### src/hw/cpu_pkg.sv
`default_nettype none

package cpu_pkg;

  // Datapath widths
  localparam int dbits      = 32;
  localparam int regno_bits = 4;
  localparam int imm_bits   = 16;

  localparam logic [dbits-1:0] inst_size = 32'd4;

  // Memory-mapped output port
  localparam logic [dbits-1:0] out_addr = 32'hFFFFF000;

  // Instruction field positions
  localparam int op1_hi = 31;
  localparam int op1_lo = 26;
  localparam int op2_hi = 25;
  localparam int op2_lo = 18;
  localparam int imm_hi = 23;
  localparam int imm_lo = 8;
  localparam int rd_hi  = 11;
  localparam int rd_lo  = 8;
  localparam int rs_hi  = 7;
  localparam int rs_lo  = 4;
  localparam int rt_hi  = 3;
  localparam int rt_lo  = 0;

  // Primary opcodes grouped by the upper bits
  typedef enum logic [5:0] {
    alur = 6'b000000,
    beq  = 6'b001000,
    blt  = 6'b001001,
    ble  = 6'b001010,
    bne  = 6'b001011,
    jal  = 6'b001100,
    lw   = 6'b010010,
    sw   = 6'b011010,
    addi = 6'b100000,
    andi = 6'b100100,
    ori  = 6'b100101,
    xori = 6'b100110
  } op1_e;

  // Secondary opcodes for register ALU operations
  typedef enum logic [7:0] {
    eq      = 8'b00001000,
    lt      = 8'b00001001,
    le      = 8'b00001010,
    ne      = 8'b00001011,
    add     = 8'b00100000,
    and_op  = 8'b00100100,
    or_op   = 8'b00100101,
    xor_op  = 8'b00100110,
    sub     = 8'b00101000,
    nand_op = 8'b00101100,
    nor_op  = 8'b00101101,
    nxor_op = 8'b00101110,
    rshf    = 8'b00110000,
    lshf    = 8'b00110001
  } op2_e;

endpackage

`default_nettype wire

### src/hw/register_file.sv
`timescale 1ns/1ps
`default_nettype none

module register_file import cpu_pkg::*; (
  input  wire                  clk,
  input  wire                  reset,
  input  wire [regno_bits-1:0] rs,
  input  wire [regno_bits-1:0] rt,
  input  wire                  wb_we,
  input  wire [regno_bits-1:0] wb_regno,
  input  wire [dbits-1:0]      wb_value,
  output logic [dbits-1:0]     rs_value,
  output logic [dbits-1:0]     rt_value
);

  localparam int nregs = 1 << regno_bits;

  logic [dbits-1:0] regs [nregs];

  // r0 is hardwired to zero
  assign rs_value = (rs == '0) ? '0 : regs[rs];
  assign rt_value = (rt == '0) ? '0 : regs[rt];

  // Falling-edge write lets decode read the new value in the same cycle
  always_ff @(negedge clk or posedge reset) begin
    if (reset) begin
      for (int i = 0; i < nregs; i++) begin
        regs[i] <= '0;
      end
    end else if (wb_we && wb_regno != '0) begin
      regs[wb_regno] <= wb_value;
    end
  end

endmodule

`default_nettype wire

### config.mk
export PLATFORM = sky130hd
export DESIGN_NAME = register_file
export DESIGN_NICKNAME = d
export VERILOG_FILES = /design/src/hw/cpu_pkg.sv /design/src/hw/register_file.sv
export SDC_FILE = /design/constraint.sdc
export NUM_CORES = 1
export LEC_CHECK = 0
export BUFFER_PORTS_ARGS = -buffer_cell sky130_fd_sc_hd__buf_2
export CORE_UTILIZATION = 50
export DETAILED_ROUTE_END_ITERATION = 10
export HOLD_SLACK_MARGIN = 0.05
export PLACE_DENSITY = 0.65
export SYNTH_ARGS = -nofsm -noshare
export SYNTH_HDL_FRONTEND = slang
export SYNTH_SLANG_ARGS = --single-unit
### constraint.sdc
create_clock -name clk -period 42 [get_ports clk]
set_clock_uncertainty 0.1 [all_clocks]
set_input_delay 0 -clock clk [delete_from_list [all_inputs] [get_ports clk]]
set_output_delay 0 -clock clk [all_outputs]
set_load 0.03 [all_outputs]
# After elaboration in Yosys (flattened, before gate mapping)
# Cells that the tools add are included.
# totals
elab_cells,39
output_inout_bits,64
register_bits,512
input_bits,47
# op_classes
order_cmp,4
n_mux,11
n_reduce_logical,5
bitwise,3
# ops
cell,n
512-bit bitwise mux,1
32-bit binary-select mux with 4-bit select,2
32-bit two-way mux,7
32-bit demux with 4-bit select,1
"5-bit greater-or-equal comparator, second input constant",3
4-bit inverter with 5-bit output,3
4-bit logical NOT,2
"5-bit by 1-bit < comparator with 1-bit output, second input constant",1
4-bit nonzero test,1
1-bit logical AND,2

# Logic depth before layout (Yosys ltp)
# depth
depth_word,6
ltp_mapped,7
depth_no_buf,4

==> flow_summary.json <==
{
  "yosys_most_used_dff": "dfrtn_1",
  "post_cts_resize_count": 0,
  "routedWlPerCell_um": 26.23,
  "cts-root-to-sink-buffers": 3,
  "grt_use_met2": 0.4436,
  "chipWidth_um": 226.7,
  "min_from": "regs[307]",
  "gr-total-overflow": 0,
  "drc_markers": 0,
  "netlist_top_cells_area": "dfrtn_1 48%, mux2_2 21%, mux4_2 11%, mux2i_1 7.6%, o22ai_1 3.0%",
  "synthesis_to_finish_area_growth_pct": 9.971,
  "worstSetupStartpointType": "flop",
  "place_congestion": 0.8018,
  "synthMostInstantiatedCell": "dfrtn_1",
  "startpoint": "regs[412]",
  "all_layer_global_routing_usage": 0.2691,
  "dieHeight_um": 226.7,
  "fp.coreArea_mm2": 0.04936,
  "hpwlAfterDp_um": 37100,
  "synth.largest_area_cell": "dfrtn_1",
  "cp_slowest_stage_delay_ns": 0.91,
  "syn-instance-count": 1826,
  "first_pass_grt_wire_length_um": 103800,
  "crit_path_max_fanout": 3,
  "holdWs_ns": 0.3673,
  "synth-edff-count": 0,
  "final_sum_of_negative_setup_slack_ns": 0,
  "fraction_of_met1_tracks_used_by_global_routing": 0.3598,
  "vias": 16110,
  "tightest_slew_ns": 1.219,
  "largest_regs": "regs: 480 flops",
  "largest_reg_flops": 480,
  "netlist_area_mm2": 0.02524,
  "crit_slowest_cell": "a2111oi_0",
  "cts_tree": "built",
  "status": "finished, final reports clean",
  "htree_num_levels": 2,
  "synth-warning-count": 0,
  "mappedNetlistNets": 1873,
  "tritoncts.num_buffers": 53,
  "power.static_leakage_nw": 11.85,
  "hold_violations": 0,
  "slew_headroom": 0.1871,
  "clock_latency_ns": 0.57,
  "ir_worst_vdd_v": 0.00003028,
  "num-nets-final": 1884,
  "layer_carrying_the_most_global_route_usage": "met2",
  "post-cts-setup-buffers": 0,
  "cp.required_ns": 41.90,
  "final_layout_size_suffix_gt1_frac": 0.4456,
  "synth.yosys.seq_area_share": 0.4760,
  "first_iter_violations": 1090,
  "antenna_violations_before_repair": 3,
  "synthDistinctLibCells": 26,
  "grt_pass1_vias": 17060,
  "routed_via_density": 6.335,
  "largest_register": "regs",
  "clock-root-buffer": "clkbuf_16",
  "cp.arrival_ns": 23.41,
  "fp.dieArea_mm2": 0.05137,
  "power-per-cell-area_mw_per_mm2": 51.44,
  "num_rows": 81,
  "finalSetupViolCount": 0,
  "initial_utilization": 0.5113,
  "detail_route.wirelength_um": 66720,
  "worstHoldPathType": "reg -> reg",
  "critical_path.cell_chain": "mux2i_1, o22ai_1, a2111oi_0, nor2_1, buf_2",
  "drtPass1Iterations": 5,
  "io_buffer_count": 110,
  "global_route.usage.met3": 0.04315,
  "asyncSetResetFlopFracSynth": 1.000,
  "max_cap_violation_count": 0,
  "final-max-slew-violation-count": 0,
  "crit_path_end_kind": "primary output",
  "grt_max_degree": 179,
  "synthDominantCellAreaShare": 0.4760,
  "clk_pin_slew_ns": 0.04,
  "synth.ff_latch_count": 480,
  "cts.sinks": 480,
  "critPathKind": "reg -> out",
  "ant_nets": 0,
  "synth.cells.most_frequent": "480 x dfrtn_1, 471 x mux2_2, 191 x mux2i_1",
  "rsz0062_at_grt": "no",
  "worst_r2r_startpoint": "regs[378]",
  "cts_hold_buffers": 0,
  "floorplan.io_pins": 111,
  "avgSynthCellArea_um2": 13.82
}
-- critical path, delay by kind of cell (launching register included) --
kind            cells  cell delay [ns]
buf+inv             1             0.22
mux                 1             0.17
compound gates      2             1.01
flops               1             0.35
simple gates        1             0.09
-- metrics by stage --
stage	utilization	cells	worst slack [ns]	area [um^2]	power (mW)
floorplan	-	1826	7.883	25240	0.9022
global placement	0.5287	2446	18.55	26090	0.9662
detailed placement	0.5287	2446	18.49	26090	0.9849
CTS	0.5621	2540	18.36	27740	1.437
global route	0.5622	2541	18.34	27750	1.496
finish	0.5623	2543	18.49	27750	1.428
-- kinds of logic after synthesis --
family          synth area share
buf+inv                  0.03545
compound gates           0.05499
flops                     0.4760
simple gates             0.02762
mux                       0.4060
-- cell usage in the layout (no fill, tap or decap), drive strengths merged, types with 2 or more instances in the layout --
cell type	count
mux2	484
dfrtn	480
mux2i	191
buf	135
nor2	130
mux4	128
o22ai	121
clkbuf	87
a2111oi	60
nor2b	11
nand2b	10
a21oi	7
clkinv	7
nand2	5
a22oi	4
a221o	4
diode	3
or3	3
nand3b	2
and2	2
bufinv	2
-- report_power, final --
group | switching (mW) | total [mW] | leakage [nW] | internal [mW]
clock network | 0.185 | 0.449 | 0.813 | 0.264
registers | 0.0767 | 0.658 | 5.89 | 0.582
logic | 0.143 | 0.321 | 5.15 | 0.178
-- layout make-up --
cell class,instances,area (um^2)
clock inverter,9,95.09
fill,4050,21600
antenna,3,7.507
multi-input combinational,1164,12450
tap,664,830.8
clock buffer,85,1556
inverter,1,11.26
timing repair buffer,137,788.3
sequential,480,12010
-- routing by layer --
metal  wire, um  vias to the layer above
met5          0                        -
met4       2016                        0
met3       3310                      130
met2      32580                      397
met1      28810                     8563
li1           -                     7020
-- worst paths after layout --
check	slack (ns)	cells after the start	endpoint
max reg2reg	41.08	1	regs[378]
max	18.49	5	rt_value[28]
min in group asynchronous	20.32	2	regs[258]
min reg2reg	0.37	1	regs[307]
min	0.37	1	regs[307]
max in group asynchronous	19.21	4	regs[411]
No activity file was read; power rests on OpenSTA's default activity.
