`src/hw/cpu_pkg.sv`:
```
`default_nettype none

package cpu_pkg;

  // Datapath widths
  localparam int dbits      = 32;
  localparam int regno_bits = 4;
  localparam int imm_bits   = 16;

  localparam logic [dbits-1:0] inst_size = 32'd4;

  // Memory-mapped output port
  localparam logic [dbits-1:0] out_addr = 32'hFFFFF000;

  // Instruction field positions
  localparam int op1_hi = 31;
  localparam int op1_lo = 26;
  localparam int op2_hi = 25;
  localparam int op2_lo = 18;
  localparam int imm_hi = 23;
  localparam int imm_lo = 8;
  localparam int rd_hi  = 11;
  localparam int rd_lo  = 8;
  localparam int rs_hi  = 7;
  localparam int rs_lo  = 4;
  localparam int rt_hi  = 3;
  localparam int rt_lo  = 0;

  // Primary opcodes grouped by the upper bits
  typedef enum logic [5:0] {
    alur = 6'b000000,
    beq  = 6'b001000,
    blt  = 6'b001001,
    ble  = 6'b001010,
    bne  = 6'b001011,
    jal  = 6'b001100,
    lw   = 6'b010010,
    sw   = 6'b011010,
    addi = 6'b100000,
    andi = 6'b100100,
    ori  = 6'b100101,
    xori = 6'b100110
  } op1_e;

  // Secondary opcodes for register ALU operations
  typedef enum logic [7:0] {
    eq      = 8'b00001000,
    lt      = 8'b00001001,
    le      = 8'b00001010,
    ne      = 8'b00001011,
    add     = 8'b00100000,
    and_op  = 8'b00100100,
    or_op   = 8'b00100101,
    xor_op  = 8'b00100110,
    sub     = 8'b00101000,
    nand_op = 8'b00101100,
    nor_op  = 8'b00101101,
    nxor_op = 8'b00101110,
    rshf    = 8'b00110000,
    lshf    = 8'b00110001
  } op2_e;

endpackage

`default_nettype wire

```
`src/hw/execute_stage.sv`:
```
`timescale 1ns/1ps
`default_nettype none

module execute_stage import cpu_pkg::*; (
  input  wire                   clk,
  input  wire                   reset,
  input  op1_e                  id_op1,
  input  op2_e                  id_op2,
  input  wire [dbits-1:0]       id_val1,
  input  wire [dbits-1:0]       id_val2,
  input  wire [dbits-1:0]       id_imm,
  input  wire [dbits-1:0]       id_pc_next,
  input  wire [regno_bits-1:0]  id_wregno,
  input  wire                   id_is_br,
  input  wire                   id_is_jmp,
  input  wire                   id_rd_mem,
  input  wire                   id_wr_mem,
  input  wire                   id_wr_reg,
  output logic                  mispred,
  output logic [dbits-1:0]      pc_good,
  output logic [dbits-1:0]      ex_alu_out,
  output logic [dbits-1:0]      ex_store_val,
  output logic [regno_bits-1:0] ex_wregno,
  output logic                  ex_rd_mem,
  output logic                  ex_wr_mem,
  output logic                  ex_wr_reg
);

  logic signed [dbits-1:0] a;
  logic signed [dbits-1:0] b;
  logic [dbits-1:0]        alu_res;
  logic [dbits-1:0]        target;
  logic                    br_cond;
  logic                    redirect;

  assign a = id_val1;
  assign b = id_val2;

  // --------------------------------------------------
  // Branch condition and target
  // --------------------------------------------------
  always_comb begin
    case (id_op1)
      beq:     br_cond = (a == b);
      blt:     br_cond = (a < b);
      ble:     br_cond = (a <= b);
      bne:     br_cond = (a != b);
      default: br_cond = 1'b0;
    endcase
  end

  // jal jumps relative to rs and branches relative to the next PC
  assign target   = (id_is_jmp ? id_val1 : id_pc_next) + (id_imm << 2);
  assign redirect = id_is_jmp || (id_is_br && br_cond);

  // --------------------------------------------------
  // ALU
  // --------------------------------------------------
  always_comb begin
    case (id_op1)
      alur: begin
        case (id_op2)
          eq:      alu_res = {{(dbits-1){1'b0}}, a == b};
          lt:      alu_res = {{(dbits-1){1'b0}}, a < b};
          le:      alu_res = {{(dbits-1){1'b0}}, a <= b};
          ne:      alu_res = {{(dbits-1){1'b0}}, a != b};
          add:     alu_res = a + b;
          and_op:  alu_res = a & b;
          or_op:   alu_res = a | b;
          xor_op:  alu_res = a ^ b;
          sub:     alu_res = a - b;
          nand_op: alu_res = ~(a & b);
          nor_op:  alu_res = ~(a | b);
          nxor_op: alu_res = ~(a ^ b);
          rshf:    alu_res = a >>> id_val2;
          lshf:    alu_res = a << id_val2;
          default: alu_res = '0;
        endcase
      end
      // Address generation shares the adder with addi
      lw, sw, addi: alu_res = id_val1 + id_imm;
      andi:         alu_res = id_val1 & id_imm;
      ori:          alu_res = id_val1 | id_imm;
      xori:         alu_res = id_val1 ^ id_imm;
      jal:          alu_res = id_pc_next;
      default:      alu_res = '0;
    endcase
  end

  // Execute latch flushes for the cycle after a redirect
  always_ff @(posedge clk or posedge reset) begin
    if (reset) begin
      mispred   <= 1'b0;
      ex_wregno <= '0;
      ex_rd_mem <= 1'b0;
      ex_wr_mem <= 1'b0;
      ex_wr_reg <= 1'b0;
    end else begin
      mispred   <= !mispred && redirect;
      ex_wregno <= mispred ? '0 : id_wregno;
      ex_rd_mem <= !mispred && id_rd_mem;
      ex_wr_mem <= !mispred && id_wr_mem;
      ex_wr_reg <= !mispred && id_wr_reg;
    end
  end

  always_ff @(posedge clk) begin
    pc_good      <= target;
    ex_alu_out   <= alu_res;
    ex_store_val <= id_val2;
  end

endmodule

`default_nettype wire

```
`config.mk`:
```
export PLATFORM = sky130hd
export DESIGN_NAME = execute_stage
export DESIGN_NICKNAME = d
export VERILOG_FILES = /design/src/hw/cpu_pkg.sv /design/src/hw/execute_stage.sv
export SDC_FILE = /design/constraint.sdc
export NUM_CORES = 1
export LEC_CHECK = 0
export ABC_CLOCK_PERIOD_IN_PS = 800
export BUFFER_PORTS_ARGS = -buffer_cell sky130_fd_sc_hd__buf_2
export CORE_MARGIN = 2
export CORE_UTILIZATION = 40
export DETAILED_ROUTE_END_ITERATION = 7
export SLEW_MARGIN = 5
export SYNTH_ARGS = -nofsm -noshare
export SYNTH_HDL_FRONTEND = slang
export SYNTH_SLANG_ARGS = --single-unit
```
`constraint.sdc`:
```
create_clock -name clk -period 0.8 [get_ports clk]
set_clock_uncertainty 0.1 [all_clocks]
set_input_delay 0.04 -clock clk [delete_from_list [all_inputs] [get_ports clk]]
set_output_delay 0.04 -clock clk [all_outputs]
set_load 0.005 [all_outputs]
```
# Word level (Yosys, flattened, before mapping)
# Cells that the tools add are included.
# totals
register_bits,104
in_bits,153
out_inout_bits,104
wordCells,66
# op_classes
addsub,4
n_lt_le_gt_ge,2
n_eq_ne,27
shift,2
muxes,5
n_bitwise,9
reduce_logical,9
# op_table
operator,count
32-bit case mux with 14 select lines,1
32-bit case mux with 6 select lines,1
32-bit adder,3
32-bit NOT,3
8-bit by 6-bit == test with 1-bit output (second input constant),10
32-bit bitwise AND,2
32-bit bitwise OR,2
32-bit bitwise XOR,2
32-bit == test,1
8-bit by 4-bit == test with 1-bit output (second input constant),4
32-bit less-or-equal comparator,1
32-bit < comparator,1
32-bit 2-to-1 mux,1
32-bit inequality test,1
32-bit by 32-bit << shifter with 32-bit output,1
32-bit by 32-bit >>> shifter with 32-bit output,1
32-bit subtractor,1
6-bit by 4-bit == test with 1-bit output (second input constant),5
6-bit == test (second input constant),4
6-bit by 5-bit == test with 1-bit output (second input constant),2
6-bit zero test,1
1-bit logical AND,5
4-bit 2-to-1 mux,1
1-bit case mux with 4 select lines,1
other kinds (3),3

# Logic depth before layout (Yosys ltp)
# depth
depth_word,5
ltp_mapped,16
ltp_nobuf,14

# Least setup slack after synthesis
# OpenSTA, ideal clock, no wires.
# synth_timing
path_type,input to register
start,input id_val2[1]
end,register ex_alu_out[27]
t_arrival_ns,3.296
required_time_ns,0.567
setup_slack_ns,-2.729
path_stages,15
path_buffers,3
cell_sequence,buf_2 inv_1 clkbuf_1 clkbuf_1 ha_1 nor2_1 o221ai_2 a211oi_1 a311oi_2 a211oi_2 and2b_1 o32ai_2 xnor2_1 a211oi_2 o221ai_2
# synth_via
elab_chain_len,3
elab_cells_between_ends,6
# synth_lines
item,line,source
"start, declared",execute_stage.sv:10,"input wire [dbits-1:0] id_val2,"
"32-bit subtractor, or another cell as far along",execute_stage.sv:71,sub: alu_res = a - b;
32-bit case mux with 14 select lines *,execute_stage.sv:62,case (id_op2)
32-bit case mux with 6 select lines *,execute_stage.sv:60,case (id_op1)
named net alu_res[27],execute_stage.sv:31,logic [dbits-1:0] alu_res;
"end signal, assigned",execute_stage.sv:109,ex_alu_out <= alu_res;
"end, declared",execute_stage.sv:21,"output logic [dbits-1:0] ex_alu_out,"
# The timed path passes the listed nets; every way through them passes the cells marked *.

# Final worst setup path
# layout_timing
start,input id_val1[0]
end,register ex_alu_out[20]
# layout_via
elab_chain_len,3
elab_cells_between_ends,7
# layout_lines
item,line,source
"start, declared",execute_stage.sv:9,"input wire [dbits-1:0] id_val1,"
"32-bit subtractor, or another cell as far along",execute_stage.sv:71,
32-bit case mux with 14 select lines,execute_stage.sv:62,
32-bit case mux with 6 select lines *,execute_stage.sv:60,
named net alu_res[20],execute_stage.sv:31,
# Marked as above.

==> flow_metrics.py <==
metrics = {
    "logic_synthesis": {
        "synth_edf_count": 0,
        "synth_cell_types": 106,
        "synthArstFlopShare_pct": 7.69,
        "synthFlopType": "dfxtp_1",
        "ys_seq_area_share_pct": 12.6,
        "synth_nets": 2530,
        "synth-warning-count": 0,
        "syn_area_per_cell_sq_um": 7.72,
        "yosys_register_bits": 104,
        "netlist_area_sq_um": 16900,
        "synth_cells": 2184,
    },
    "routing": {
        "vias_per_cell": 6.12,
        "vias": 23600,
        "ant_nets": 0,
        "drc": 0,
        "route.detailed.wl_per_inst_um": 25.7,
        "drt_iter0_drc": 2506,
        "firstDrtPassIters": 6,
        "wirelength_um": 99100,
    },
    "grt": {
        "grt_pass1_wl_um": 143000,
        "antenna_found_initial": 1,
        "grt_pass1_vias": 23300,
        "grt_use_total_pct": 43.2,
        "grt_max_degree": 66,
        "grt_overflow": 0,
    },
    "setup_path": {
        "worstSetupStartpointType": "input pin",
        "cp.arrival_ns": 2.98,
        "reg2reg_to": "ex_wregno[1]$_DFF_PP0_",
        "rrSetupSlack_ns": -0.14,
        "crit_path_end_kind": "flop",
        "reg2reg_depth": 2,
        "r2r-start": "mispred$_DFF_PP0_",
        "crit_type": "input pin to flop",
        "crit_fanout": 4,
        "crit_required_ns": 0.99,
    },
    "min_path": {
        "min-delay-start": "id_imm[0]",
        "hold_depth": 3,
        "holdPathEnd": "pc_good[2]$_DFF_P_",
        "hold_path_class": "input pin to flop",
    },
    "clocking": {
        "cts_tree": "done",
        "holdBufCountCts": 37,
        "htreeDepth": 3,
        "cts_made_buffers": 9,
        "cts_root_buf": "clkbuf_16",
        "clk_pin_slew_ns": 0.08,
        "insertion_delay_ns": 0.42,
        "numClockSinks": 104,
        "clk_path_buf_depth": 2,
    },
    "floorplanning": {
        "initial_core_util_pct": 40.4,
        "dieArea_sq_um": 43800,
        "io_pins": 257,
        "die_h_um": 209,
        "num_rows": 75,
        "coreArea_sq_um": 41800,
        "die_width_um": 209,
    },
    "sta": {
        "setup_ws_ns": -1.99,
        "finalCritPeriodShare_pct": 349,
        "rsz0062_at_grt": "yes",
        "worst_pin_slew_ns": 0.878,
        "whs_ns": -0.131,
        "setup_tns_ns": -110.54,
        "hold_viol": 18,
        "setup_violations": 173,
        "slew_headroom_pct": 41.5,
        "period_minus_slack_ns": 2.79,
        "fmax_mhz": 359,
        "maxSlewViolCount": 0,
    },
    "layout": {
        "regArea_sq_um": 2180,
        "areaGrowthSynthToFinish_pct": 76.7,
        "fillers": 3302,
        "multi_input_area_sq_um": 16100,
        "nets": 3651,
        "drive_gt1_share_pct": 53.5,
        "fin_util_pct": 71.3,
        "layout_common_cells": "buf_4, buf_2, a21oi_1",
        "top_regs": "ex_alu_out (32), ex_store_val (32), pc_good (32)",
        "mostFrequentLayoutCell": "buf_4",
    },
    "run_status": {
        "violations": "negative hold slack, negative setup slack",
        "outcome": "finished with violations",
    },
    "flow_run": {
        "max-cap-violations": 0,
    },
    "placement": {
        "pre_cts_slack_ns": -2.83,
        "hpwl_um": 75500,
        "place_congestion": 1.08,
        "io_buffers": 256,
    },
    "pwr": {
        "total_leakage_power_uw": 0.0139,
        "pwr_density_cell_nw_per_um2": 1060,
        "ir_drop_uv": 1020,
    },
}
kinds of logic after synthesis:
kind of cell,share of synthesized area [%]
AO/OA/AOI/OAI,30.0
AND/OR/NAND/NOR,14.8
buffers and inverters,7.47
multiplexers,14.7
adder cells (fa/ha/maj),14.5
XOR/XNOR,5.97
flip-flops,12.6
layout make-up:
type | count | area share, %
flip-flops and latches | 104 | 7.33
repair buffers | 1260 | 33.1
clock inverters | 4 | 0.256
clock buffers | 12 | 0.827
diodes | 1 | 0.00840
well taps | 539 | 2.26
inverters | 153 | 2.09
multi-input cells | 1777 | 54.2
Yosys cell counts, types with 15 or more instances:
master	instances	share of area, %
o31ai_1	15	0.67
mux2_2	33	2.2
dfxtp_1	96	11
buf_1	17	0.38
nand2b_1	20	0.74
xnor2_1	84	4.4
xor2_1	31	1.6
a21oi_1	207	6.1
o21ai_0	99	2.9
o21ai_1	28	0.83
and3_1	15	0.56
nor3_1	43	1.3
clkbuf_1	81	1.8
a222oi_1	20	1.2
mux2i_1	123	7.3
nand3_1	32	0.95
a221oi_1	26	1.4
buf_2	37	1.1
nor4_1	15	0.56
nor2b_1	19	0.70
a211oi_1	44	2.0
a31oi_1	25	0.93
o21bai_1	22	0.98
mux4_2	39	5.2
o22ai_1	59	2.2
ha_1	189	14
o211ai_1	20	0.89
nand2_1	160	3.6
inv_1	144	3.2
a21o_1	40	1.8
nor2_1	158	3.5
worst max path at each step:
| stage | start | to | cells past startpoint |
|---|---|---|---|
| after floorplan | id_val2[2] | ex_alu_out[27]$_DFF_P_ | 16 |
| after global placement | id_val1[0] | ex_alu_out[20]$_DFF_P_ | 16 |
| after detailed placement | id_val1[0] | ex_alu_out[20]$_DFF_P_ | 14 |
| after CTS | id_val1[0] | ex_alu_out[14]$_DFF_P_ | 12 |
| after global routing | id_val1[0] | ex_alu_out[12]$_DFF_P_ | 15 |
| final | id_val1[0] | ex_alu_out[20]$_DFF_P_ | 14 |
report_power, final:
group	switching (uW)	total, uW	internal (uW)
registers	227	6050	5820
clock network	2730	5580	2850
logic	10300	20100	9810
stage by stage:
step | hold slack, ns | cell area, sq um | instances | total power (uW)
2_1_floorplan | -0.244 | 17600 | 2184 | 14200
3_3_place_gp | -0.107 | 25300 | 3691 | 21900
3_5_place_dp | -0.0763 | 25300 | 3691 | 22000
4_1_cts | -0.141 | 28500 | 3815 | 29700
5_1_grt | -0.145 | 29800 | 3849 | 32900
6_report | -0.131 | 29800 | 3850 | 31700
layer usage:
metal  vias up  global-route usage, %  part of all wire (%)
met3       344                   10.1                    11
met1     11300                   56.7                    40
met5         -                      0                 0.013
met4         2                   19.6                   5.3
li1      10400                      -                     -
met2      1515                   67.5                    44
timing repair:
item | CTS | global route
setup endpoints to repair | 173 | 173
buffers inserted | 80 | 54
hold endpoints to repair | 63 | 17
pin swaps | 186 | 174
resized for setup | 424 | 238
gates cloned | 2 | 0
critical path: stages:
cell	delay, ns
buf_12	0.11
buf_4	0.14
ha_4	0.16
fa_2	0.36
a211oi_2	0.26
o21bai_2	0.16
o22ai_4	0.19
o31ai_4	0.11
a31o_2	0.28
a211oi_2	0.23
o22ai_1	0.14
xnor2_1	0.19
a211oi_2	0.48
o21ai_2	0.12
Note: power is estimated with default switching activity, not from simulation.
