$ cat src/hw/cpu_pkg.sv
`default_nettype none

package cpu_pkg;

  // Datapath widths
  localparam int dbits      = 32;
  localparam int regno_bits = 4;
  localparam int imm_bits   = 16;

  localparam logic [dbits-1:0] inst_size = 32'd4;

  // Memory-mapped output port
  localparam logic [dbits-1:0] out_addr = 32'hFFFFF000;

  // Instruction field positions
  localparam int op1_hi = 31;
  localparam int op1_lo = 26;
  localparam int op2_hi = 25;
  localparam int op2_lo = 18;
  localparam int imm_hi = 23;
  localparam int imm_lo = 8;
  localparam int rd_hi  = 11;
  localparam int rd_lo  = 8;
  localparam int rs_hi  = 7;
  localparam int rs_lo  = 4;
  localparam int rt_hi  = 3;
  localparam int rt_lo  = 0;

  // Primary opcodes grouped by the upper bits
  typedef enum logic [5:0] {
    alur = 6'b000000,
    beq  = 6'b001000,
    blt  = 6'b001001,
    ble  = 6'b001010,
    bne  = 6'b001011,
    jal  = 6'b001100,
    lw   = 6'b010010,
    sw   = 6'b011010,
    addi = 6'b100000,
    andi = 6'b100100,
    ori  = 6'b100101,
    xori = 6'b100110
  } op1_e;

  // Secondary opcodes for register ALU operations
  typedef enum logic [7:0] {
    eq      = 8'b00001000,
    lt      = 8'b00001001,
    le      = 8'b00001010,
    ne      = 8'b00001011,
    add     = 8'b00100000,
    and_op  = 8'b00100100,
    or_op   = 8'b00100101,
    xor_op  = 8'b00100110,
    sub     = 8'b00101000,
    nand_op = 8'b00101100,
    nor_op  = 8'b00101101,
    nxor_op = 8'b00101110,
    rshf    = 8'b00110000,
    lshf    = 8'b00110001
  } op2_e;

endpackage

`default_nettype wire

$ cat src/hw/hazard_unit.sv
`timescale 1ns/1ps
`default_nettype none

module hazard_unit import cpu_pkg::*; (
  input  wire [regno_bits-1:0] rs,
  input  wire [regno_bits-1:0] rt,
  input  wire                  uses_rt,
  input  wire [regno_bits-1:0] ex_wregno,
  input  wire                  ex_wr_reg,
  input  wire [regno_bits-1:0] mem_wregno,
  input  wire                  mem_wr_reg,
  input  wire [regno_bits-1:0] wb_wregno,
  input  wire                  wb_wr_reg,
  output logic                 stall
);

  logic ex_hit;
  logic mem_hit;
  logic wb_hit;

  // One in-flight destination against the decode sources
  function automatic logic dest_hit(
    input logic                  we,
    input logic [regno_bits-1:0] dst,
    input logic [regno_bits-1:0] src1,
    input logic [regno_bits-1:0] src2,
    input logic                  chk2
  );
    return we && (dst != '0) && ((dst == src1) || (chk2 && dst == src2));
  endfunction

  assign ex_hit  = dest_hit(ex_wr_reg, ex_wregno, rs, rt, uses_rt);
  assign mem_hit = dest_hit(mem_wr_reg, mem_wregno, rs, rt, uses_rt);
  assign wb_hit  = dest_hit(wb_wr_reg, wb_wregno, rs, rt, uses_rt);

  // Without forwarding any pending write holds decode
  assign stall = ex_hit || mem_hit || wb_hit;

endmodule

`default_nettype wire

$ cat config.mk
export PLATFORM = sky130hd
export DESIGN_NAME = hazard_unit
export DESIGN_NICKNAME = d
export VERILOG_FILES = /design/src/hw/cpu_pkg.sv /design/src/hw/hazard_unit.sv
export SDC_FILE = /design/constraint.sdc
export NUM_CORES = 1
export LEC_CHECK = 0
export BUFFER_PORTS_ARGS = -buffer_cell sky130_fd_sc_hd__buf_4
export CORE_AREA = 4 4 41 43
export DETAILED_ROUTE_END_ITERATION = 12
export DIE_AREA = 0 0 45 47
export PLACE_DENSITY = 0.64
export SLEW_MARGIN = 20
export SYNTH_ARGS = -nofsm -noshare
export SYNTH_HDL_FRONTEND = slang
export SYNTH_SLANG_ARGS = --single-unit
$ cat constraint.sdc
create_clock -name vclk -period 1
set_clock_uncertainty 0.05 [all_clocks]
set_input_delay 0.15 -clock vclk [all_inputs]
set_output_delay 0.15 -clock vclk [all_outputs]
set_load 0.01 [all_outputs]
==> Word-level counts from Yosys, hierarchy flattened <==
Cells that the tools add are included.
{ "totals": {"output_inout_bits": 1, "inputBits": 24, "word_cells": 23, "regBits": 0} }
{ "classes": {"reduce_logical": 17, "eq_ne": 6} }
{ "op_table": {"columns": ["op", "n"], "rows": [
  ["$eq A4 B4 Y1", 6],
  ["$reduce_bool A4 Y1", 3],
  ["$logic_and A1 B1 Y1", 9],
  ["$logic_or A1 B1 Y1", 5]
]} }

==> Longest topological paths before layout <==
Gate-level depths: netlist of run 1.
{ "depth": {"depth_word": 6, "mapped_depth": 4} }

==> Worst setup path before layout of run 1 <==
Ideal clock, no wire load.
{ "synth_path": {"kind": "in2out", "startpoint": "in rs[2]", "endpoint": "out stall", "path_stages": 4, "arrival_time_ns": 0.847, "setup_slack_ns": -0.047, "path_buffers": 0, "required_ns": 0.800, "path_cell_list": "xor2_1 > nor4_1 > a31oi_1 > o211ai_1"} }
{ "synth_via": {"elab_chain_len": 5, "elab_cells_between_ends": 11} }
{ "synth_lines": {"columns": ["item", "line_no", "text"], "rows": [
  ["start, declared", "hazard_unit.sv:5", "input wire [regno_bits-1:0] rs,"],
  ["$eq A4 B4 Y1", "hazard_unit.sv:29", "return we && (dst != '0) && ((dst == src1) || (chk2 && dst == src2));"],
  ["$logic_or A1 B1 Y1", "hazard_unit.sv:29", null],
  ["$logic_and A1 B1 Y1", "hazard_unit.sv:29", null],
  ["$logic_or A1 B1 Y1", "hazard_unit.sv:37", "assign stall = ex_hit || mem_hit || wb_hit;"],
  ["$logic_or A1 B1 Y1 *", "hazard_unit.sv:37", null],
  ["end, declared", "hazard_unit.sv:14", "output logic stall"]
]} }
Mark *: on every way between the ends. The rest lies on a longest branch, timed or not.

==> Worst setup path in the final report of run 1 <==
{ "layout_path": {"startpoint": "in ex_wregno[0]", "endpoint": "out stall"} }
{ "layout_via": {"elab_chain_len": 6, "elab_cells_between_ends": 9} }
{ "layout_lines": {"columns": ["item", "line_no", "text"], "rows": [
  ["start, declared", "hazard_unit.sv:8", "input wire [regno_bits-1:0] ex_wregno,"],
  ["$eq A4 B4 Y1", "hazard_unit.sv:29", null],
  ["$logic_and A1 B1 Y1", "hazard_unit.sv:29", null],
  ["$logic_or A1 B1 Y1", "hazard_unit.sv:29", null],
  ["$logic_and A1 B1 Y1 *", "hazard_unit.sv:29", null],
  ["$logic_or A1 B1 Y1 * (2 in a row)", "hazard_unit.sv:37", null]
]} }
Marks and branches as above.

==> flow_metrics.tcl, run 1 <==
set metrics [dict create \
    cp.arrival_ns 1.13 \
    worstSetupPathType "input port to output pin" \
    startpoint "ex_wregno[0]" \
    grt_pass1_wl_um 1925 \
    area_growth_pct 104.9 \
    ir_drop_v 0.0001762 \
    drt-initial-drc-count 3 \
    netlist_area_um2 331.6 \
    max_stage_delay_ns 0.35 \
    first_global_vias 476 \
    slowest_stage "o41ai_4" \
    hold_viol 0 \
    die-area_mm2 0.002115 \
    setup_ws_ns -0.3345 \
    fin_tns_setup_ns -0.3345 \
    ys_seq_area_share_pct 0 \
    antenna_found_initial 0 \
    max_slew_margin_pct 81.90 \
    cp-start-kind "input port" \
    dieWidth_um 45 \
    seqCellArea_um2 0 \
    initial_core_util_pct 25.48 \
    synthTopCellsByCount "xor2_1 (15), xnor2_1 (9), nor3_1 (3)" \
    wire_per_inst_um 12.38 \
    yosys_warnings 0 \
    syn-num-nets 63 \
    leakagePower_uw 0.0003086 \
    slew_violations 0 \
    core_mm2 0.001301 \
    cp_max_fo 2 \
    drc_errors 0 \
    yosys-top-cells-area "xor2_1 (40%), xnor2_1 (24%), o41ai_2 (9.8%)" \
    hp-class "input port to output pin" \
    clkbuf_count 0 \
    post-route-min-period_ns 1.334 \
    rows 13 \
    syn_avg_cell_area_um2 8.502 \
    grt-ovfl-total 0 \
    antenna_left 0 \
    cts_hold_buf 0 \
    fin_hold_ws_ns 0.6542 \
    dr.pass1.iters 2 \
    vias_per_cell 4.533 \
    dr_total_vias 417 \
    fmax_ghz 0.7494 \
    worst_pin_slew_ns 0.2680 \
    min-delay-start "wb_wr_reg" \
    die_h_um 47 \
    seq_cells 0 \
    synthCells 39 \
    setup_viol 1 \
    synth_area_leader_cell "xor2_1" \
    endpoint_kind "output pin" \
    gp_congestion 0.7458 \
    synth_most_common_cell "xor2_1" \
    design_area_um2 679.4 \
    n_antenna_cell 0 \
    power.density_mw_per_mm2 438.8 \
    violations "negative setup slack" \
    dp_cells 91 \
    numPortBuffers 25 \
    layout.nets 103 \
    status "complete, but fails checks" \
    max-cap-violations 0 \
    critical_path_required_ns 0.80 \
    grt_max_degree 4 \
    ys_types 11 \
    grt_usage_pct 11.64 \
    critPathTopFamily "compound AO/OA/AOI/OAI gates" \
    finalCritPeriodShare_pct 133.4 \
    routed_wl_um 1139 \
    place_hpwl_um 1003 \
    rsz0062_at_grt "yes" \
    crit_path_frequent_cell "buf_4" \
    fill_cells 134 \
    ioPinCount 25 \
    timing.critical_path.buf_inv 2 \
    place_area_um2 628.1 \
    drive_gt1_share_pct 54.55 \
    worstPathCellList "buf_4, o41ai_4, nor3b_1, a2bb2oi_1, o211ai_1, buf_4" \
    instances_no_fill 92 \
    synth_top_area_share_pct 39.62 \
]
## routing by layer
| layer | GRT usage, % | up-vias | wire length [um] |
|---|---|---|---|
| li1 | - | 222 | - |
| met1 | 15.06 | 184 | 500 |
| met2 | 22.60 | 11 | 575 |
| met3 | 0.3831 | 0 | 64 |
| met4 | 0 | 0 | 0 |
| met5 | 0 | - | 0 |
## layout by cell type (no fill, tap or decap)
cell type and instances:
nand4_1 2, nor3b_2 1, nor3_2 1, o211ai_1 1, a2bb2oi_1 2, o41ai_1 1, xnor2_1 9, buf_6 1
o41ai_4 2, xor2_1 15, nor4_1 1, buf_4 36, buf_8 1, a31oi_1 1, nor3b_1 1, nor3_1 2
## logic make-up after synthesis
family | share of synthesized area [%]
compound gates | 21.89
simple gates | 14.71
xor+xnor | 63.40
## tightest hold or removal path, stage by stage
cell and delay (ns):
buf_4 0.11, o41ai_1 0.05, o211ai_1 0.10, buf_4 0.15
## layout make-up
class / count / area (um^2) / area share (%)
multi-input combinational: 39 / 364.1 / 53.59
timing repair buffer: 38 / 296.5 / 43.65
tap: 15 / 18.77 / 2.762
## stage by stage
step | util, % | setup slack, ns | power [uW]
after CTS | 50.00 | -0.3353 | 288.8
after global routing | 52.21 | -0.4388 | 329.1
final | 52.21 | -0.3345 | 298.1
after global placement | 48.27 | -0.3710 | 270.5
after detailed placement | 48.27 | -0.3486 | 274.8
after floorplan | - | -0.04743 | 102.2
## timing repair
action | in CTS | in global routing
gates resized for setup | 2 | 5
endpoints found under the setup margin | 1 | 1
pin swaps | 0 | 4
buffers inserted | 0 | 1
## path summary, 6_finish.rpt
| kind | end | slack (ns) | depth (start not counted) |
|---|---|---|---|
| hold / removal | stall | 0.65 | 4 |
| setup / recovery | stall | -0.33 | 6 |
## power by group
group	switching (uW)	total (uW)	internal, uW
clock	0	0	0
sequential	0	0	0
combinational	121	298	178
total	121	298	178
Note: power is estimated with default switching activity, not from simulation.
==> inputs of run 2 (changes only) <==
==> constraint.sdc (replaced) <==
create_clock -name vclk -period 1
set_clock_uncertainty 0.05 [all_clocks]
set_input_delay 0.15 -clock vclk [all_inputs]
set_output_delay 0.15 -clock vclk [all_outputs]
set_load 0.02 [all_outputs]
==> run 2 against run 1 <==
Effect of this change:
- the flow still finishes with violations (negative setup slack)
- via count rose by 2.4%
- die area did not move
- worst hold slack improved by 0.014 ns
- core utilization rose by 0.87 points
- largest cell class unchanged
- largest power group unchanged
==> flow_metrics.tcl, run 2 (synthesized netlist as in run 1, its figures left out) <==
set metrics [dict create \
    cp.arrival_ns 1.17 \
    startpoint "mem_wregno[2]" \
    critical_path_required_ns 0.80 \
    die-area_mm2 0.002115 \
    numPortBuffers 25 \
    ir_drop_v 0.0002021 \
    seq_cells 0 \
    seqCellArea_um2 0 \
    initial_core_util_pct 25.48 \
    grt_max_degree 4 \
    design_area_um2 690.7 \
    fmax_ghz 0.7287 \
    rsz0062_at_grt "yes" \
    n_antenna_cell 0 \
    leakagePower_uw 0.0003102 \
    ioPinCount 25 \
    die_h_um 47 \
    place_area_um2 635.6 \
    grt-ovfl-total 0 \
    antenna_found_initial 0 \
    worst_pin_slew_ns 0.3133 \
    slew_violations 0 \
    slowest_stage "o41ai_4" \
    min-delay-start "wb_wr_reg" \
    max-cap-violations 0 \
    cp_max_fo 3 \
    drt-initial-drc-count 5 \
    drive_gt1_share_pct 57.14 \
    antenna_left 0 \
    worstPathCellList "buf_8, o41ai_4, nor3b_2, a2bb2oi_2, o211ai_1, buf_4" \
    rows 13 \
    dr_total_vias 427 \
    dieWidth_um 45 \
    setup_ws_ns -0.3723 \
    post-route-min-period_ns 1.372 \
    grt_pass1_wl_um 1849 \
    first_global_vias 436 \
    fin_tns_setup_ns -0.3723 \
    hp-class "input port to output pin" \
    max_slew_margin_pct 79.04 \
    power.density_mw_per_mm2 445.9 \
    wire_per_inst_um 12.48 \
    finalCritPeriodShare_pct 137.2 \
    hold_viol 0 \
    max_stage_delay_ns 0.39 \
    final_common_cell "buf_4" \
    setup_viol 1 \
    violations "negative setup slack" \
    layout.nets 103 \
    drc_errors 0 \
    worstSetupPathType "input port to output pin" \
    clkbuf_count 0 \
    vias_per_cell 4.641 \
    cts_hold_buf 0 \
    dr.pass1.iters 4 \
    layout_common_cells "buf_4 (36), xor2_1 (15), xnor2_1 (9)" \
    cp-start-kind "input port" \
    postCtsSetupBuffers 0 \
    grt_usage_pct 11.41 \
    routed_wl_um 1148 \
    instances_no_fill 92 \
    core_mm2 0.001301 \
    place_hpwl_um 1014 \
    endpoint_kind "output pin" \
    gp_congestion 0.7439 \
    dp_cells 92 \
    area_growth_pct 108.3 \
    status "complete, but fails checks" \
]
run 2: power by group:
group / leakage [uW] / total (uW) / internal (uW) / switching [uW]
Sequential: 0 / 0 / 0 / 0
Combinational: 0.000310 / 308 / 180 / 128
Clock: 0 / 0 / 0 / 0
Total: 0.000310 / 308 / 180 / 128
run 2: final timing paths:
path / endpoint / cells past startpoint
worst min-delay path: stall / 4
worst max-delay path: stall / 6
run 2: through the flow:
stage / hold slack, ns / power (uW) / setup WS, ns / util, %
3_5_place_dp: 0.6596 / 280.4 / -0.3899 / 48.85
4_1_cts: 0.6695 / 291.5 / -0.3703 / 50.10
6_report: 0.6687 / 308.0 / -0.3723 / 53.08
2_1_floorplan: 0.4965 / 105.9 / -0.1848 / -
5_1_grt: 0.7176 / 336.2 / -0.4426 / 53.08
3_3_place_gp: 0.6714 / 277.3 / -0.3828 / 48.85
run 2: what timing repair did:
action	4_1_cts	5_1_grt
pin swaps	0	4
setup endpoints to repair	1	1
endpoints found under the hold margin	0	0
gates resized for setup	2	7
run 2: worst max-delay path: cells and delay by family:
family                 cells  cell delay, ns
AND/OR/NAND/NOR            1            0.10
buffers and inverters      2            0.27
AO/OA/AOI/OAI              3            0.64
run 2: per-layer routing:
metal / share of wire, % / routed length [um] / vias up / GRT usage (%)
li1: - / - / 222 / -
met1: 43 / 489 / 192 / 15.06
met2: 51 / 584 / 13 / 21.47
met3: 6.4 / 74 / 0 / 0.7663
met4: 0 / 0 / 0 / 0
met5: 0 / 0 / - / 0
run 2: area by class of cell:
type | count | area [um^2]
well taps | 15 | 18.77
repair buffers | 38 | 296.5
multi-input cells | 39 | 375.4
fillers | 134 | 610.6
