`config.mk`:
```
export PLATFORM = sky130hd
export DESIGN_NAME = decode_stage
export DESIGN_NICKNAME = d
export VERILOG_FILES = /design/src/hw/cpu_pkg.sv /design/src/hw/decode_stage.sv
export SDC_FILE = /design/constraint.sdc
export NUM_CORES = 1
export LEC_CHECK = 0
export BUFFER_PORTS_ARGS = -buffer_cell sky130_fd_sc_hd__clkbuf_2
export CAP_MARGIN = 20
export CORE_ASPECT_RATIO = 0.8
export CORE_MARGIN = 2
export CORE_UTILIZATION = 38
export CTS_CLUSTER_SIZE = 40
export DETAILED_ROUTE_END_ITERATION = 6
export GPL_TIMING_DRIVEN = 0
export PLACE_DENSITY_LB_ADDON = 0.08
export SLEW_MARGIN = 20
export SYNTH_ARGS = -nofsm -noshare
export SYNTH_HDL_FRONTEND = slang
export SYNTH_SLANG_ARGS = --single-unit
```
`constraint.sdc`:
```
create_clock -name clk -period 3.58 [get_ports clk]
set_input_delay 0.358 -clock clk [delete_from_list [all_inputs] [get_ports clk]]
set_output_delay 0.358 -clock clk [all_outputs]
set_load 0.01 [all_outputs]
```
`src/hw/cpu_pkg.sv`:
```
`default_nettype none

package cpu_pkg;

  // Datapath widths
  localparam int dbits      = 32;
  localparam int regno_bits = 4;
  localparam int imm_bits   = 16;

  localparam logic [dbits-1:0] inst_size = 32'd4;

  // Memory-mapped output port
  localparam logic [dbits-1:0] out_addr = 32'hFFFFF000;

  // Instruction field positions
  localparam int op1_hi = 31;
  localparam int op1_lo = 26;
  localparam int op2_hi = 25;
  localparam int op2_lo = 18;
  localparam int imm_hi = 23;
  localparam int imm_lo = 8;
  localparam int rd_hi  = 11;
  localparam int rd_lo  = 8;
  localparam int rs_hi  = 7;
  localparam int rs_lo  = 4;
  localparam int rt_hi  = 3;
  localparam int rt_lo  = 0;

  // Primary opcodes grouped by the upper bits
  typedef enum logic [5:0] {
    alur = 6'b000000,
    beq  = 6'b001000,
    blt  = 6'b001001,
    ble  = 6'b001010,
    bne  = 6'b001011,
    jal  = 6'b001100,
    lw   = 6'b010010,
    sw   = 6'b011010,
    addi = 6'b100000,
    andi = 6'b100100,
    ori  = 6'b100101,
    xori = 6'b100110
  } op1_e;

  // Secondary opcodes for register ALU operations
  typedef enum logic [7:0] {
    eq      = 8'b00001000,
    lt      = 8'b00001001,
    le      = 8'b00001010,
    ne      = 8'b00001011,
    add     = 8'b00100000,
    and_op  = 8'b00100100,
    or_op   = 8'b00100101,
    xor_op  = 8'b00100110,
    sub     = 8'b00101000,
    nand_op = 8'b00101100,
    nor_op  = 8'b00101101,
    nxor_op = 8'b00101110,
    rshf    = 8'b00110000,
    lshf    = 8'b00110001
  } op2_e;

endpackage

`default_nettype wire

```
`src/hw/decode_stage.sv`:
```
`timescale 1ns/1ps
`default_nettype none

module decode_stage import cpu_pkg::*; (
  input  wire                   clk,
  input  wire                   reset,
  input  wire                   stall,
  input  wire                   mispred,
  input  wire [dbits-1:0]       inst_fe,
  input  wire [dbits-1:0]       pc_next_fe,
  input  wire [dbits-1:0]       rs_value,
  input  wire [dbits-1:0]       rt_value,
  output logic [regno_bits-1:0] rs,
  output logic [regno_bits-1:0] rt,
  output logic                  uses_rt,
  output op1_e                  id_op1,
  output op2_e                  id_op2,
  output logic [dbits-1:0]      id_val1,
  output logic [dbits-1:0]      id_val2,
  output logic [dbits-1:0]      id_imm,
  output logic [dbits-1:0]      id_pc_next,
  output logic [regno_bits-1:0] id_wregno,
  output logic                  id_is_br,
  output logic                  id_is_jmp,
  output logic                  id_rd_mem,
  output logic                  id_wr_mem,
  output logic                  id_wr_reg
);

  op1_e                  op1;
  op2_e                  op2;
  logic [imm_bits-1:0]   imm;
  logic [regno_bits-1:0] rd;
  logic [dbits-1:0]      sxt_imm;
  logic [regno_bits-1:0] wregno;
  logic                  is_br;
  logic                  is_jmp;
  logic                  rd_mem;
  logic                  wr_mem;
  logic                  wr_reg;

  // Field extraction
  assign op1 = op1_e'(inst_fe[op1_hi:op1_lo]);
  assign op2 = op2_e'(inst_fe[op2_hi:op2_lo]);
  assign imm = inst_fe[imm_hi:imm_lo];
  assign rd  = inst_fe[rd_hi:rd_lo];
  assign rs  = inst_fe[rs_hi:rs_lo];
  assign rt  = inst_fe[rt_hi:rt_lo];

  assign sxt_imm = {{(dbits - imm_bits){imm[imm_bits-1]}}, imm};

  // Only register ALU ops write rd
  assign wregno = (op1 == alur) ? rd : rt;

  // Control decode by opcode group
  always_comb begin
    is_br   = 1'b0;
    is_jmp  = 1'b0;
    rd_mem  = 1'b0;
    wr_mem  = 1'b0;
    wr_reg  = 1'b0;
    uses_rt = 1'b0;
    case (op1)
      alur: begin
        wr_reg  = 1'b1;
        uses_rt = 1'b1;
      end
      beq, blt, ble, bne: begin
        is_br   = 1'b1;
        uses_rt = 1'b1;
      end
      jal: begin
        is_jmp = 1'b1;
        wr_reg = 1'b1;
      end
      lw: begin
        rd_mem = 1'b1;
        wr_reg = 1'b1;
      end
      sw: begin
        wr_mem  = 1'b1;
        uses_rt = 1'b1;
      end
      addi, andi, ori, xori: begin
        wr_reg = 1'b1;
      end
      default: begin
        wr_reg = 1'b0;
      end
    endcase
  end

  // Decode latch loads a bubble on stall or redirect
  always_ff @(posedge clk or posedge reset) begin
    if (reset) begin
      id_op1     <= op1_e'(6'h00);
      id_op2     <= op2_e'(8'h00);
      id_val1    <= '0;
      id_val2    <= '0;
      id_imm     <= '0;
      id_pc_next <= '0;
      id_wregno  <= '0;
      id_is_br   <= 1'b0;
      id_is_jmp  <= 1'b0;
      id_rd_mem  <= 1'b0;
      id_wr_mem  <= 1'b0;
      id_wr_reg  <= 1'b0;
    end else if (stall || mispred) begin
      id_op1     <= op1_e'(6'h00);
      id_op2     <= op2_e'(8'h00);
      id_val1    <= '0;
      id_val2    <= '0;
      id_imm     <= '0;
      id_pc_next <= '0;
      id_wregno  <= '0;
      id_is_br   <= 1'b0;
      id_is_jmp  <= 1'b0;
      id_rd_mem  <= 1'b0;
      id_wr_mem  <= 1'b0;
      id_wr_reg  <= 1'b0;
    end else begin
      id_op1     <= op1;
      id_op2     <= op2;
      id_val1    <= rs_value;
      id_val2    <= rt_value;
      id_imm     <= sxt_imm;
      id_pc_next <= pc_next_fe;
      id_wregno  <= wregno;
      id_is_br   <= is_br;
      id_is_jmp  <= is_jmp;
      id_rd_mem  <= rd_mem;
      id_wr_mem  <= wr_mem;
      id_wr_reg  <= wr_reg;
    end
  end

endmodule

`default_nettype wire

```
After elaboration in Yosys (flattened, before gate mapping)
Cells that the tools add are included.

storage, ports and cells
  register bits after elaboration = 151
  input port bits = 132
  logic and storage cells = 47

operators by class
  reductions and logical operators = 5
  equality and inequality tests = 11
  muxes and demuxes = 19

operator list
  operator                                       count
  2-to-1 mux 32 bit                              4
  == test 6 x 4 -> 1 bit, second input constant  5
  == test 6 bit, second input constant           4
  == test 6 x 5 -> 1 bit, second input constant  2
  2-to-1 mux 1 bit                               11
  2-to-1 mux 4 bit                               2
  2-to-1 mux 8 bit                               1
  OR reduction 7 bit                             1
  logical NOT 6 bit                              1
  2-to-1 mux 6 bit                               1
  OR reduction 6 bit                             1
  OR reduction 4 bit                             1
  logical OR 1 bit                               1

Depth between registers and ports, before layout
Gate-level depths: netlist of run 1.

  word-level depth = 4
  mapped depth = 5
  gate-level depth less buffers = 4

Worst setup path after synthesis of run 1
No wires, ideal clock.

  path type = input to output
  start = input inst_fe[27]
  end = output uses_rt
  stages = 3
  setup slack = 2.216 ns
  data arrival time = 1.006 ns
  data required time = 3.222 ns
  cells stage by stage = nor3_2 > a21oi_1 > nor3_1

between the ends
  word-level cells in the longest chain between the ends = 3
  elaborated cells between the ends (all ways) = 8
  classes of those cells = eq/ne: 5; mux: 1; reduce/logical: 2

RTL lines
  element                                         line                source
  from (decl)                                     decode_stage.sv:9   input wire [dbits-1:0] inst_fe,
  == test 6 x 5 -> 1 bit (tied with other cells)  decode_stage.sv:63  case (op1)
  OR reduction 6 bit (no line) (*)                --
  2-to-1 mux 1 bit (*)                            decode_stage.sv:63
  to (decl)                                       decode_stage.sv:15  output logic uses_rt,

Mark *: on every way between the ends. The rest lies on a longest branch, timed or not.

==> results.md, run 1 <==
Run status:
- The run finished with clean final reports.

STA:
- The final-report setup violation count is 0.
- The final worst slack is approximately 1.9 ns.
- For the pin with the worst max-slew slack, the measured transition is approximately 0.66 ns.
- The relative max-transition margin is 0.561.
- Summed over all failing endpoints, the final setup total negative slack is 0 ns.
- Setup repair after global routing left no endpoint under its margin.
- The worst path in the final design needs a cycle of between 1.5 and 2 ns, including I/O delays and setup.
- Static timing analysis puts the maximum clock frequency at 587 MHz.
- The count of final max-slew check failures is 0.
- The share of the clock period used by the worst path after layout is 0.476.
- The count of final hold-check violations is 0.

Setup path:
- The critical path class is reg -> out.
- For the worst setup path, the data arrival time is 1.35 ns.
- The kind of end point of the critical path is an output port.
- The peak fanout along the critical path is 18.
- STA classifies the critical path startpoint as a register.
- STA puts the critical path data required time at approximately 3.2 ns.

Layout:
- The multi-input logic area is around 930 µm².
- The fraction of final layout cells with drive strength greater than 1 is 0.553.
- The largest registers in the layout are id_pc_next x32, id_val1 x32, id_val2 x32.
- The number of diodes is 0.
- The area overhead of the layout relative to synthesis is 52.4%.
- Summing all flip-flop and latch instances after layout gives between 3000 and 4000 µm².
- After the last flow step, the layout net total stands at 770.
- Once layout is done, the placed cells without fillers occupy 6790 µm².
- The number of filler cells placed in the layout is about 1000.

Clock network:
- TritonCTS built the clock tree.
- The total clock sinks is roughly 130.
- The clock tree synthesis step divided the H-tree into 4 levels.
- Clock-pin slew was measured on the worst setup and hold paths at 0.06 ns.
- Buffers inserted to repair hold after CTS numbered 0.
- The clock root buffer is clkbuf_16.
- The number of buffers on the longest clock path is 2.
- Counting the buffers created by CTS gives 17.
- The number of buffers inserted by post-CTS setup repair is 0.
- The count of instances resized after the clock tree is built is 0.

Place:
- The quantity of I/O buffers inserted on ports is around 290.
- After detailed placement, the total cell area comes to 6140 µm².
- The post-placement setup slack is between 1.5 and 2 ns.
- The last weighted congestion value of the routability-driven placer is approximately 0.76.
- Summed over all nets, the half-perimeter wirelength after detailed placement is ~8700 µm.

Global route:
- The via count of the first global-routing pass is 3355.
- In the global route stage, overall resource usage came out at 0.181.
- Entering global routing, the biggest net connects 37 pins.
- After global routing the overflow that remains totals 0.
- The first-pass GRT wire length is about 17000 µm.
- The number of antenna violations at the first check in global routing is 0.

Floorplanning:
- The die is around 100 µm tall.
- The die covers approximately 13000 µm².
- The die is 125 µm wide.
- The core region is around 11000 µm².
- The initialized floorplan defines 35 standard-cell rows.
- The starting utilization of the core area is 0.389.
- The number of top-level pins is approximately 300.

Synthesis:
- Sorting the synthesized cells by area gives the leading types as dfrtp_1 72%, and2_1 16%, buf_4 5.1%.
- The post-synthesis register bit count is 129.
- dfrtp_1 takes more of the synthesized area than any other cell.
- Counting every net in the synthesized netlist gives 462.
- The post-synthesis cell type count is 22.
- The portion of synthesized cell area occupied by the leading cell type is 0.724.
- The share of the Yosys chip area taken by registers is 0.724.
- In the synthesized netlist, the number of instances is 330.
- The number of synthesis warnings is 0.
- The mean instance size in the synthesized netlist is approximately 14 µm².
- The cell area that synthesis handed to floorplanning was around 4500 µm².

Routing:
- After the first detailed-routing iteration, the DRC count stood at 139.
- The final antenna-violating net count is 0.
- The per-cell routed wire length is 14.0 µm.
- For this run, the detailed router's first-pass iteration total came to 4.
- The via count normalized by instance count is ~4.1.
- Detailed routing inserted a total of 3315 vias.
- After detailed routing, the total wire length is around 11000 µm.
- The post-route DRC violation count is 0.

Run:
- The max-capacitance violation count is 0.

Power and ir drop:
- The analysis attributes to cell leakage a power of a little under 4 nW.
- For this design the ratio of total power to cell area is 546 nW/µm².
- VDD sags by at most between 0.4 and 0.5 mV.

Min path:
- The worst hold-check path type is in -> async.
final timing paths:
path                               from     endpoint
min in group clk           rs_value[27]  id_val1[27]
min                               reset    id_imm[6]
max in group asynchronous         reset   id_imm[13]
max                          id_imm[30]   id_imm[27]
synth_stat cells:
| cell | count |
|---|---|
| dfrtp_1 | 129 |
| and2_1 | 117 |
| buf_4 | 30 |
| clkbuf_1 | 13 |
| nand2_1 | 8 |
| a21oi_1 | 6 |
| inv_1 | 4 |
| nand3_1 | 4 |
| nor2_1 | 4 |
| nor3_1 | 2 |
| nor3_2 | 2 |
| a211oi_1 | 1 |
| a221oi_2 | 1 |
| and2_2 | 1 |
| buf_2 | 1 |
| clkbuf_2 | 1 |
| nand3b_1 | 1 |
| nor4_1 | 1 |
| nor4_2 | 1 |
| o21ai_0 | 1 |
| o21bai_1 | 1 |
| or2_2 | 1 |
where the power goes:
part,switching [mW],internal [mW],total [mW]
Sequential,0.0172,1.51,1.53
Combinational,0.154,0.149,0.303
Clock,0.633,1.24,1.88
Total,0.804,2.91,3.71
critical path, stage by stage, from the launching register on:
cell and delay, ns:
dfrtp_1 0.64, buf_4 0.19, clkbuf_2 0.12
metrics by stage:
stage	cells	power, mW	util	hold slack (ns)
floorplan	330	1.69	-	0.429
global placement	764	1.85	0.530	0.564
detailed placement	767	1.87	0.535	0.476
CTS	799	3.77	0.592	0.0424
global route	799	3.88	0.592	0.0744
finish	799	3.71	0.592	0.0379
per-layer routing:
| layer | vias to the layer above | part of all wire | GRT usage |
|---|---|---|---|
| li1 | 1604 | - | - |
| met2 | 159 | 0.52 | 0.305 |
| met5 | - | 0 | 0 |
| met1 | 1544 | 0.36 | 0.197 |
| met4 | 0 | 0.012 | 0.0744 |
| met3 | 8 | 0.11 | 0.0892 |
cells in the final DEF, fill, tap and decap left out, types with 3 or more instances in the layout:
master | Yosys | routed
inv_6 | 0 | 4
nand3_1 | 4 | 4
buf_4 | 30 | 30
clkbuf_2 | 1 | 287
nand2_1 | 8 | 8
a21oi_1 | 6 | 6
inv_1 | 4 | 3
clkbuf_1 | 13 | 13
nor2_1 | 4 | 4
clkbuf_16 | 0 | 17
and2_1 | 117 | 117
dfrtp_1 | 129 | 129
buf_12 | 0 | 3
clkinv_4 | 0 | 3
bufinv_16 | 0 | 5
area by class of cell:
class | count | share of cell area
multi-input combinational | 152 | 0.137
sequential | 129 | 0.475
clock inverter | 15 | 0.0337
tap | 148 | 0.0273
buffer | 45 | 0.0418
clock buffer | 17 | 0.0626
inverter | 4 | 0.00276
timing repair buffer | 289 | 0.220
logic make-up (layout without fill, tap and decap cells):
group                  Yosys count  after routing  share of synthesized area
AO/OA/AOI/OAI                   10             10                     0.0146
buffers and inverters           49            370                     0.0671
flip-flops                     129            129                      0.724
AND/OR/NAND/NOR                142            142                      0.194
Note: power is estimated with default switching activity, not from simulation.
==> inputs of run 2 (changes only) <==
--- a/config.mk
+++ b/config.mk
@@ -7,11 +7,10 @@
 export LEC_CHECK = 0
 export BUFFER_PORTS_ARGS = -buffer_cell sky130_fd_sc_hd__clkbuf_2
 export CAP_MARGIN = 20
-export CORE_ASPECT_RATIO = 0.8
-export CORE_MARGIN = 2
-export CORE_UTILIZATION = 38
+export CORE_AREA = 2 2 113 115
 export CTS_CLUSTER_SIZE = 40
 export DETAILED_ROUTE_END_ITERATION = 6
+export DIE_AREA = 0 0 115 117
 export GPL_TIMING_DRIVEN = 0
 export PLACE_DENSITY_LB_ADDON = 0.08
 export SLEW_MARGIN = 20
==> constraint.sdc (replaced) <==
create_clock -name clk -period 1.8 [get_ports clk]
set_input_delay 0.18 -clock clk [delete_from_list [all_inputs] [get_ports clk]]
set_output_delay 0.18 -clock clk [all_outputs]
set_load 0.01 [all_outputs]
==> run 2 against run 1 <==
Effect of this change: critical path depth did not move; first-iteration DRC count rose by 3.6%; wire length rose by 10%; sequential power rose by 99%; final cell count rose by 14%; total power rose by 97%; critical endpoint is now id_imm[24]; largest cell class unchanged; largest power group unchanged; highest routed layer unchanged.
==> results.md, run 2 (synthesis results as in run 1) <==
Power and ir drop:
- The net switching share of the total power was 0.208 (was 0.217).
- The net switching power is 1.52 mW (was 0.804 mW).
- The power per standard cell area came to 927 nW/µm² (was 546 nW/µm²).
- The clock network power share is 0.472 (was 0.506).
- The relative contribution of combinational cells to total power is 0.111 (was 0.082).
- The worst supply voltage drop on vdd came to 0.525 mV (was 0.451 mV).
- The design internal power came to 5.78 mW (was 2.91 mW).
- The sequential share of power came to 0.417 (was 0.412).
- The static leakage is 4.37 nW (was 3.92 nW).

Setup path:
- Cells along the critical path: buf_4 > clkbuf_2 (unchanged).
- The critical path class is reg -> out (unchanged).
- The kind of end point of the critical path is an output port (unchanged).
- The data arrival time of the critical path was 1.38 ns (was 1.35 ns).
- The top cell family by delay on the critical path is flip-flops (unchanged).
- The launching element type of the critical path is a register (unchanged).
- The required time of the critical path is 1.62 ns (was 3.22 ns).
- The startpoint of the most critical setup path was id_imm[30] (unchanged).
- The delay of the slowest critical-path stage is 0.65 ns (was 0.64 ns).
- The peak fanout along the critical path came to 18 (unchanged).
- The sum of buffers and inverters on the critical path is 2 (unchanged).
- The worst-path cell with the longest stage delay is dfrtp_1 (unchanged).

Clock network:
- The CTS tree is built (unchanged).
- The clock root buffer is clkbuf_16 (unchanged).
- The number of buffers inserted by post-CTS setup repair is 0 (unchanged).
- The number of hold buffers added after cts is 111 (was 0).
- The count of instances resized after the clock tree is built is 0 (unchanged).
- The number of buffers inserted during clock tree synthesis is 17 (unchanged).
- The total clock sinks is 129 (unchanged).
- The level count of the clock H-tree is 4 (unchanged).
- The number of buffers on the longest clock path is 2 (unchanged).
- The clock edge transition at the registers on the reported setup and hold paths is 0.05 ns (was 0.06 ns).

Floorplanning:
- The die outline height is 117 µm (was 101 µm).
- The area enclosed by the die boundary is 13500 µm² (was 12600 µm²).
- The floorplan die width is 115 µm (was 125 µm).
- The site row count came to 41 (was 35).
- The number of top-level pins is 292 (unchanged).
- The area of the placeable core was 12300 µm² (was 11500 µm²).
- The starting utilization of the core area is 0.362 (was 0.389).

STA:
- The count of final hold-check violations is 0 (unchanged).
- The final-report setup violation count is 0 (unchanged).
- The relative max-transition margin is 0.667 (was 0.561).
- The summed negative setup slack over all endpoints is 0 ns (unchanged).
- The count of final max-slew check failures is 0 (unchanged).
- The maximum frequency from static timing analysis is roughly 640 MHz.
- RSZ-0062 raised after global routing: no (unchanged).
- Subtracting the final worst setup slack from the clock period gives ~1.6 ns.
- The share of the clock period used by the worst path after layout is 0.864.
- The transition time of the tightest slew-check pin is 0.500 ns (was 0.657 ns).

Layout:
- The area overhead of the layout relative to synthesis is 76.5% (was 52.4%).
- The total area of sequential cells came to 3230 µm² (unchanged).
- Registers with the highest flip-flop counts: id_pc_next x32, id_val1 x32, id_val2 x32 (unchanged).
- The count of non-filler cells in the finished layout is 912 (was 799).
- The multi-input logic area is 932 µm² (unchanged).
- Most frequent cells in the layout: 287 x clkbuf_2, 129 x dfrtp_1, 117 x and2_1 (unchanged).
- The number of diodes is 0 (unchanged).
- The net count reported at finish is 882 (was 770).
- The commonest non-fill, non-tap cell in the layout is clkbuf_2 (unchanged).
- The final design instance area without fill is 7870 µm² (was 6790 µm²).
- The fraction of final layout cells with drive strength greater than 1 is 0.466 (was 0.553).
- The number of filler cells placed in the layout is 979 (was 1022).

Place:
- The last weighted congestion value of the routability-driven placer is 0.756 (was 0.757).
- The half-perimeter wire length after placement is 8600 µm (was 8710 µm).
- The quantity of I/O buffers inserted on ports came to 286 (unchanged).
- The instance area at placement is 6160 µm² (was 6140 µm²).
- The total placed cells including tap cells is 770 (was 767).

Routing:
- The final antenna-violating net count is 0 (unchanged).
- The via count normalized by instance count is 4.10 (was 4.15).
- The number of design-rule violations left by the first detailed-router iteration is 144 (was 139).
- The first-pass iteration count of the detailed router is 6 (was 4).
- The via count of the routed design came to 3737 (was 3315).
- The post-detailed-routing wire length is 12300 µm (was 11200 µm).
- The post-route DRC violation count came to 0 (unchanged).
- The per-cell routed wire length is 13.5 µm (was 14.0 µm).

Global route:
- The first-pass GRT wire length was 18300 µm (was 17200 µm).
- The residual overflow from global routing is 0 (unchanged).
- The via count of the first global-routing pass was 3606 (was 3355).
- The number of antenna violations at the first check in global routing came to 0 (unchanged).
- The pin count of the biggest net entering global routing is 33 (was 37).
- The all-layer global routing usage came to 0.184 (was 0.181).

Min path:
- The worst hold-check path type is in -> reg (was in -> async).
- The critical hold path startpoint is inst_fe[0].

Run:
- The max-capacitance violation count is 0 (unchanged).

Run status:
- Run status: completed (unchanged).
run 2: changes by cell type in the layout (fill, tap and decap cells not counted), moves of 2 or more:
cell | previous run | this run
clkinv_4 | 3 | 0
bufinv_16 | 5 | 3
inv_6 | 4 | 0
clkbuf_1 | 13 | 18
dlygate4sd3_1 | 0 | 111
clkbuf_8 | 0 | 4
run 2: layout make-up:
class	count	area share
sequential	129	0.410
buffer	45	0.0361
multi-input combinational	152	0.118
clock buffer	26	0.0634
inverter	4	0.00238
clock inverter	5	0.0127
timing repair buffer	401	0.333
tap	150	0.0238
run 2: through the flow:
stage | util | power, mW | hold slack (ns) | setup slack, ns
5_1_grt | 0.639 | 7.60 | 0.0116 | 0.141
6_report | 0.639 | 7.30 | 0.0176 | 0.244
3_3_place_gp | 0.494 | 3.69 | 0.385 | -0.728
4_1_cts | 0.639 | 7.37 | 0.000869 | 0.212
2_1_floorplan | - | 3.36 | 0.251 | 0.0248
3_5_place_dp | 0.501 | 3.72 | 0.108 | 0.386
run 2: metal layers:
| layer | global-route usage | part of all wire |
|---|---|---|
| met1 | 0.200 | 0.37 |
| met2 | 0.324 | 0.53 |
| met3 | 0.0664 | 0.074 |
| met4 | 0.0827 | 0.023 |
| met5 | 0 | 0 |
run 2: power by group through the flow:
stage          sequential [mW]  combinational (mW)  clock, mW
2_1_floorplan             3.15               0.214          0
3_3_place_gp              3.09               0.596          0
3_5_place_dp              3.09               0.624          0
4_1_cts                   3.04               0.820       3.51
5_1_grt                   3.05               0.897       3.65
6_report                  3.04               0.813       3.44
run 2: worst paths after layout:
| path | slack (ns) | depth (start not counted) | end |
|---|---|---|---|
| min | 0.02 | 3 | id_wregno[0] |
| max | 0.24 | 2 | id_imm[24] |
| min in group asynchronous | 0.24 | 3 | id_val2[28] |
| max in group asynchronous | 0.90 | 5 | id_wregno[1] |
